==> config.mk <==
export PLATFORM = sky130hd
export DESIGN_NAME = lstm_stage3
export DESIGN_NICKNAME = d
export VERILOG_FILES = /design/src/verilog/xy_pkg.sv /design/src/verilog/lstm_stage3.sv /design/src/verilog/vector_accumulator.sv /design/src/verilog/xy_buffer.sv /design/src/verilog/xy_ram.sv /design/src/verilog/wrap_counter.sv
export SDC_FILE = /design/constraint.sdc
export NUM_CORES = 1
export LEC_CHECK = 0
export ABC_CLOCK_PERIOD_IN_PS = 20100
export BUFFER_PORTS_ARGS = -buffer_cell sky130_fd_sc_hd__buf_2
export CAP_MARGIN = 5
export CORE_MARGIN = 2
export CORE_UTILIZATION = 57
export CTS_BUF_LIST = sky130_fd_sc_hd__clkbuf_4 sky130_fd_sc_hd__clkbuf_8
export DETAILED_ROUTE_END_ITERATION = 8
export PLACE_DENSITY = 0.79
export SLEW_MARGIN = 20
export SYNTH_ARGS = -nofsm -noshare
export SYNTH_HDL_FRONTEND = slang
export SYNTH_HIERARCHICAL = 1
export SYNTH_SLANG_ARGS = --single-unit
export TNS_END_PERCENT = 10
==> constraint.sdc <==
create_clock -name clk -period 20.1 [get_ports clk]
set_input_delay 6.03 -clock clk [delete_from_list [all_inputs] [get_ports clk]]
set_output_delay 6.03 -clock clk [all_outputs]
set_load 0.1 [all_outputs]
==> src/verilog/xy_pkg.sv <==
package xy_pkg;

	// lanes per buffer entry, the types below are sized from it
	localparam int LANES = 4;
	localparam int DATA_W = 18;
	// accumulator lane width, sums wrap here
	localparam int SUM_W = 26;

	typedef logic signed [DATA_W-1:0] sample_t;

	// one buffer entry, lane 0 in the low bits
	typedef sample_t [LANES-1:0] lane_vec_t;

	// shared by the X input, the Y input and the replay stream
	typedef struct packed {
		logic valid;
		lane_vec_t data;
	} beat_t;

	typedef logic signed [SUM_W-1:0] sum_t;

	typedef sum_t [LANES-1:0] sum_vec_t;

endpackage
==> src/verilog/lstm_stage3.sv <==
`timescale 1ns/100ps

module lstm_stage3 #(
	parameter int X_LEN = 4,
	parameter int Y_LEN = 8,
	parameter int PASSES = 3
) (
	input logic clk,
	input logic reset,
	input xy_pkg::beat_t i_x,
	input xy_pkg::beat_t i_y,
	input logic i_feed_start,
	output logic o_ready,
	output xy_pkg::beat_t o_stream,
	output logic o_sum_valid,
	output xy_pkg::sum_vec_t o_sum
);

	xy_pkg::beat_t stream;
	logic pass_end;

	xy_buffer #(
		.X_LEN(X_LEN),
		.Y_LEN(Y_LEN),
		.PASSES(PASSES)
	) u_xy_buffer (
		.clk(clk),
		.reset(reset),
		.i_x(i_x),
		.i_y(i_y),
		.i_feed_start(i_feed_start),
		.o_ready(o_ready),
		.o_stream(stream),
		.o_pass_end(pass_end)
	);

	// stands in for the matrix-vector unit downstream
	vector_accumulator u_vector_accumulator (
		.clk(clk),
		.reset(reset),
		.i_stream(stream),
		.i_pass_end(pass_end),
		.o_sum_valid(o_sum_valid),
		.o_sum(o_sum)
	);

	assign o_stream = stream;

endmodule

==> src/verilog/vector_accumulator.sv <==
`timescale 1ns/100ps

module vector_accumulator (
	input logic clk,
	input logic reset,
	input xy_pkg::beat_t i_stream,
	input logic i_pass_end,
	output logic o_sum_valid,
	output xy_pkg::sum_vec_t o_sum
);

	xy_pkg::sum_vec_t acc;
	xy_pkg::sum_vec_t acc_next;

	// sign-extend each lane and add, wraps at SUM_W
	always_comb begin
		for (int l = 0; l < xy_pkg::LANES; l++) begin
			acc_next[l] = acc[l] + xy_pkg::sum_t'(i_stream.data[l]);
		end
	end

	always_ff @(posedge clk) begin
		if (reset) begin
			acc <= '0;
			o_sum_valid <= 1'b0;
		end else begin
			o_sum_valid <= i_stream.valid && i_pass_end;
			if (i_stream.valid) begin
				// restart from zero so the next pass can follow directly
				if (i_pass_end) begin
					acc <= '0;
				end else begin
					acc <= acc_next;
				end
			end
		end
	end

	// result register holds the last completed pass
	always_ff @(posedge clk) begin
		if (i_stream.valid && i_pass_end) begin
			o_sum <= acc_next;
		end
	end

	// pass end comes from the buffer and must sit on a real beat
	pass_end_on_beat: assert property (
		@(posedge clk) disable iff (reset)
		i_pass_end |-> i_stream.valid
	) else $error("vector_accumulator: pass end flagged without a valid beat");

	// the sum pulse is always a single cycle wide
	sum_pulse_single: assert property (
		@(posedge clk) disable iff (reset)
		o_sum_valid |=> !o_sum_valid
	) else $error("vector_accumulator: o_sum_valid held for more than one cycle");

endmodule

==> src/verilog/xy_buffer.sv <==
`timescale 1ns/100ps

module xy_buffer #(
	parameter int X_LEN = 4,
	parameter int Y_LEN = 8,
	parameter int PASSES = 3
) (
	input logic clk,
	input logic reset,
	input xy_pkg::beat_t i_x,
	input xy_pkg::beat_t i_y,
	input logic i_feed_start,
	output logic o_ready,
	output xy_pkg::beat_t o_stream,
	output logic o_pass_end
);

	localparam int DEPTH = Y_LEN + X_LEN;
	localparam int ADDR_W = (DEPTH > 1) ? $clog2(DEPTH) : 1;
	localparam int PASS_W = (PASSES > 1) ? $clog2(PASSES) : 1;

	logic wen;
	xy_pkg::lane_vec_t wdata;
	logic [ADDR_W-1:0] wr_ptr;
	logic [ADDR_W-1:0] rd_addr;
	logic [PASS_W-1:0] pass_cnt;
	logic feed_pending;
	logic rd_en;
	logic rd_valid;
	logic pass_end;
	logic last_entry;
	logic last_read;
	logic replay_start;
	xy_pkg::lane_vec_t rd_data;

	// ready high means the X region is open, otherwise Y is written
	always_comb begin
		if (o_ready) begin
			wen = i_x.valid;
			wdata = i_x.data;
		end else begin
			wen = i_y.valid;
			wdata = i_y.data;
		end
	end

	// X lives at Y_LEN and up, Y at 0 to Y_LEN-1
	wrap_counter #(
		.WIDTH(ADDR_W),
		.WRAP_AT(DEPTH - 1),
		.RESET_VAL(Y_LEN)
	) u_wr_ptr (
		.clk(clk),
		.reset(reset),
		.i_enable(wen),
		.o_count(wr_ptr)
	);

	// tracks the pointer after this edge
	always_ff @(posedge clk) begin
		if (reset) begin
			o_ready <= 1'b1;
		end else if (wen) begin
			o_ready <= (wr_ptr >= ADDR_W'(Y_LEN - 1)) && (wr_ptr != ADDR_W'(DEPTH - 1));
		end
	end

	assign last_entry = (rd_addr == ADDR_W'(DEPTH - 1));
	assign last_read = rd_en && last_entry && (pass_cnt == PASS_W'(PASSES - 1));
	assign replay_start = feed_pending && !rd_en && (wr_ptr == ADDR_W'(Y_LEN));

	wrap_counter #(
		.WIDTH(ADDR_W),
		.WRAP_AT(DEPTH - 1),
		.RESET_VAL(0)
	) u_rd_addr (
		.clk(clk),
		.reset(reset),
		.i_enable(rd_en),
		.o_count(rd_addr)
	);

	wrap_counter #(
		.WIDTH(PASS_W),
		.WRAP_AT(PASSES - 1),
		.RESET_VAL(0)
	) u_pass_cnt (
		.clk(clk),
		.reset(reset),
		.i_enable(rd_en && last_entry),
		.o_count(pass_cnt)
	);

	always_ff @(posedge clk) begin
		if (reset) begin
			feed_pending <= 1'b0;
			rd_en <= 1'b0;
		end else begin
			if (last_read) begin
				feed_pending <= 1'b0;
			end else if (i_feed_start && !rd_en) begin
				feed_pending <= 1'b1;
			end
			if (replay_start) begin
				rd_en <= 1'b1;
			end else if (last_read) begin
				rd_en <= 1'b0;
			end
		end
	end

	// one cycle behind the read to line up with the ram output
	always_ff @(posedge clk) begin
		if (reset) begin
			rd_valid <= 1'b0;
			pass_end <= 1'b0;
		end else begin
			rd_valid <= rd_en;
			pass_end <= rd_en && last_entry;
		end
	end

	xy_ram #(
		.DEPTH(DEPTH),
		.ADDR_W(ADDR_W)
	) u_xy_ram (
		.clk(clk),
		.i_wen(wen),
		.i_waddr(wr_ptr),
		.i_wdata(wdata),
		.i_raddr(rd_addr),
		.o_rdata(rd_data)
	);

	assign o_stream = '{valid: rd_valid, data: rd_data};
	assign o_pass_end = pass_end;

	no_write_in_replay: assert property (
		@(posedge clk) disable iff (reset)
		rd_en |-> !wen
	) else $error("xy_buffer: write at address %0d during replay", wr_ptr);

	x_only_when_ready: assert property (
		@(posedge clk) disable iff (reset)
		!o_ready |-> !i_x.valid
	) else $error("xy_buffer: i_x valid while o_ready low");

	y_only_when_not_ready: assert property (
		@(posedge clk) disable iff (reset)
		o_ready |-> !i_y.valid
	) else $error("xy_buffer: i_y valid while o_ready high");

endmodule

==> src/verilog/xy_ram.sv <==
`timescale 1ns/100ps

module xy_ram #(
	parameter int DEPTH = 12,
	parameter int ADDR_W = 4
) (
	input logic clk,
	input logic i_wen,
	input logic [ADDR_W-1:0] i_waddr,
	input xy_pkg::lane_vec_t i_wdata,
	input logic [ADDR_W-1:0] i_raddr,
	output xy_pkg::lane_vec_t o_rdata
);

	xy_pkg::lane_vec_t mem [DEPTH];

	// write port
	always_ff @(posedge clk) begin
		if (i_wen) begin
			mem[i_waddr] <= i_wdata;
		end
	end

	// read port, registered, one cycle of latency
	always_ff @(posedge clk) begin
		o_rdata <= mem[i_raddr];
	end

	write_in_range: assert property (
		@(posedge clk)
		i_wen |-> (i_waddr < ADDR_W'(DEPTH))
	) else $error("xy_ram: write address %0d beyond depth %0d", i_waddr, DEPTH);

endmodule

==> src/verilog/wrap_counter.sv <==
`timescale 1ns/100ps

module wrap_counter #(
	parameter int WIDTH = 4,
	parameter int WRAP_AT = 15,
	parameter int RESET_VAL = 0
) (
	input logic clk,
	input logic reset,
	input logic i_enable,
	output logic [WIDTH-1:0] o_count
);

	always_ff @(posedge clk) begin
		if (reset) begin
			o_count <= WIDTH'(RESET_VAL);
		end else if (i_enable) begin
			// back to zero after the last value
			if (o_count == WIDTH'(WRAP_AT)) begin
				o_count <= '0;
			end else begin
				o_count <= o_count + 1'b1;
			end
		end
	end

	// also catches a reset value set beyond the wrap point
	count_in_range: assert property (
		@(posedge clk) disable iff (reset)
		o_count <= WIDTH'(WRAP_AT)
	) else $error("wrap_counter: count %0d above wrap point %0d", o_count, WRAP_AT);

endmodule

==> flow_metrics.tcl <==
set metrics [dict create \
    crit_chain "buf_2" \
    ys_warn_count 6 \
    setup_violations 0 \
    crit_arrival_ns 2.09 \
    gr-total-overflow 0 \
    startpoint_type "register" \
    grt_setup_unrepaired "no" \
    antenna_left 0 \
    slew_headroom_pct 26.0 \
    syn_inst 2781 \
    synth_largest_area_cell "edfxtp_1" \
    layout_commonest_cell "edfxtp_1" \
    grt_max_degree 114 \
    max_stage_delay_ns 0.72 \
    layout.nets 3446 \
    cp_top_family "flip-flops" \
    worst_pin_slew_ns 1.11 \
    p_leak_nw 19.0 \
    num_rows 106 \
    die_x_um 295 \
    synth-main-ff-cell "edfxtp_1" \
    cts_tree "built" \
    cts_setup_buffers 0 \
    pwr_density_cell_nw_per_um2 97.3 \
    wl_um 108000 \
    ys_types 87 \
    synth_area_leaders "edfxtp_1, dfxtp_1, mux4_2, mux4_1, mux2i_1" \
    pre_cts_slack_ns 11.20 \
    routabilityCongestion 0.891 \
    die_area_um2 87000 \
    design_area_um2 54500 \
    yosysSeqAreaShare_pct 68.2 \
    io_pins 328 \
    worst_hold_slack_ns 0.470 \
    fp.dieH_um 295 \
    synth-edff-count 968 \
    grt_pass1_wl_um 162000 \
    cpMaxStageDelayCell "dfxtp_1" \
    path_buf_inv 1 \
    worst_slack_ns 11.98 \
    cts_resized 0 \
    fmax_ghz 0.123 \
    dr.first_iter.drc_count 2350 \
    crit_path_end_kind "primary output" \
    clk-insertion-delay-late_ns 0.83 \
    path_class "reg2out" \
    max_cap_violations 0 \
    post-route-period-util_pct 40.4 \
    final_cell_mix "edfxtp_1, buf_2, dfxtp_1, clkbuf_8, mux2i_1" \
    status "completed" \
    start_util_pct 57.7 \
    async_reset_ff_share_pct 0 \
    finalHoldViolCount 0 \
    core_area_um2 83700 \
    holdCritPathClass "reg2reg" \
    grtUsageTotal_pct 24.9 \
    synth_top_area_share_pct 60.2 \
    path_clk_slew_ns 0.06 \
    setup_tns_ns 0 \
    cts_max_level 4 \
    grt_pass1_vias 27247 \
    numPortBuffers 327 \
    dp_hpwl_um 68000 \
    via_count 26874 \
    path_max_fanout 15 \
    cts.path.max_buffers 3 \
    dpl-instance-area_um2 51000 \
    slew_viol_final 0 \
    synth-seq-cells 1160 \
    synth_area_um2 48300 \
    avgSynthCellArea_um2 17.4 \
    crit_required_ns 14.07 \
    wl_per_cell_um 24.1 \
    syn-num-nets 3036 \
    antenna_found_initial 10 \
    clock-sinks 1160 \
    skew_ns 0.0317 \
    first_pass_iters 6 \
    ir_drop_mv 0.0775 \
    cts_made_buffers 175 \
    ctsHoldBuffers 0 \
    cts_root_buf "clkbuf_8" \
    area_growth_pct 13.0 \
    min_period_ns 8.12 \
    viasPerCell 6.01 \
    drc_errors 0 \
    drive_above_1_share_pct 29.8 \
]
## worst reg2reg max path: stages, from the launching register on
cell and delay, ns:
dfxtp_4 0.73, buf_4 0.76, buf_4 0.91, mux4_2 0.73, a22oi_1 0.34, o221ai_1 0.36
## worst paths after layout
kind | start | endpoint | slack (ns) | cells past startpoint
setup reg to reg | u_xy_buffer/u_rd_addr/o_count[0]$_SDFFE_PP0P_ | u_xy_buffer/u_xy_ram/o_rdata[70]$_DFF_P_ | 16.02 | 5
hold reg to reg | u_vector_accumulator/acc[50]$_SDFFE_PP0P_ | u_vector_accumulator/acc[50]$_SDFFE_PP0P_ | 0.47 | 2
hold / removal | u_vector_accumulator/acc[50]$_SDFFE_PP0P_ | u_vector_accumulator/acc[50]$_SDFFE_PP0P_ | 0.47 | 2
setup / recovery | u_xy_buffer/u_xy_ram/o_rdata[53]$_DFF_P_ | o_stream[53] | 11.98 | 1
## state kept, by name, indices dropped and copies added (netlist names)
name / cells
u_xy_buffer/u_xy_ram/mem: 864
u_vector_accumulator/acc: 104
u_vector_accumulator/o_sum: 104
u_xy_buffer/u_xy_ram/o_rdata: 72
u_xy_buffer/u_rd_addr/o_count: 4
u_xy_buffer/u_wr_ptr/o_count: 4
u_xy_buffer/u_pass_cnt/o_count: 2
u_vector_accumulator/o_sum_valid: 1
u_xy_buffer/feed_pending: 1
u_xy_buffer/o_pass_end: 1
u_xy_buffer/o_ready: 1
u_xy_buffer/rd_en: 1
u_xy_buffer/rd_valid: 1
## synthesized netlist by cell type (all sizes together) (19+ instances only)
master / n
mux2: 75
dfxtp: 192
nor2: 112
a22oi: 74
buf: 66
xnor2: 63
o21ai: 57
a21oi: 143
clkbuf: 60
nor2b: 48
a21o: 35
nand2: 59
a22o: 57
ha: 102
edfxtp: 968
xor2: 32
o221ai: 75
inv: 29
nand2b: 22
mux2i: 151
nor3: 22
nand3: 19
mux4: 144
## cell type report
| type | count | area [um^2] |
|---|---|---|
| Clock inverter | 73 | 514 |
| Inverter | 29 | 109 |
| Fill cell | 5611 | 29200 |
| Timing Repair Buffer | 359 | 1910 |
| Sequential cell | 1160 | 32900 |
| Antenna cell | 1 | 2.50 |
| Tap cell | 1134 | 1420 |
| Multi-Input combinational cell | 1466 | 14600 |
| Clock buffer | 251 | 3040 |
## stage by stage
step                      utilization (%)  power, mW  instances
after floorplan                         -       3.26       2781
after detailed placement             60.9       3.42       4148
after global placement               60.9       3.40       4148
after global routing                 65.2       5.49       4473
after CTS                            65.1       5.34       4472
final                                65.2       5.30       4473
## per-layer routing
metal / track usage, % / up-vias / wire, um
met5: 0 / - / 38
met4: 7.59 / 6 / 2360
met3: 4.62 / 175 / 7690
met2: 40.4 / 1036 / 52500
met1: 34.6 / 13564 / 45400
li1: - / 12093 / -
## power by group
part / total, mW / internal, mW / switching (mW)
combinational: 0.630 / 0.207 / 0.423
sequential: 2.75 / 2.70 / 0.0463
clock: 1.93 / 1.05 / 0.874
## logic make-up (layout without fill, tap and decap cells)
logic type	after synthesis	count (layout)	synth area share, %
muxes	370	370	12.1
AOI/OAI and AO/OA	544	544	9.66
adders and majority gates	106	106	2.81
buffers and inverters	155	712	1.82
and+or+nand+nor	351	351	3.69
other	0	1	0
xor gates and xnor gates	95	95	1.72
DFF	1160	1160	68.2
Note: power is estimated with default switching activity, not from simulation.
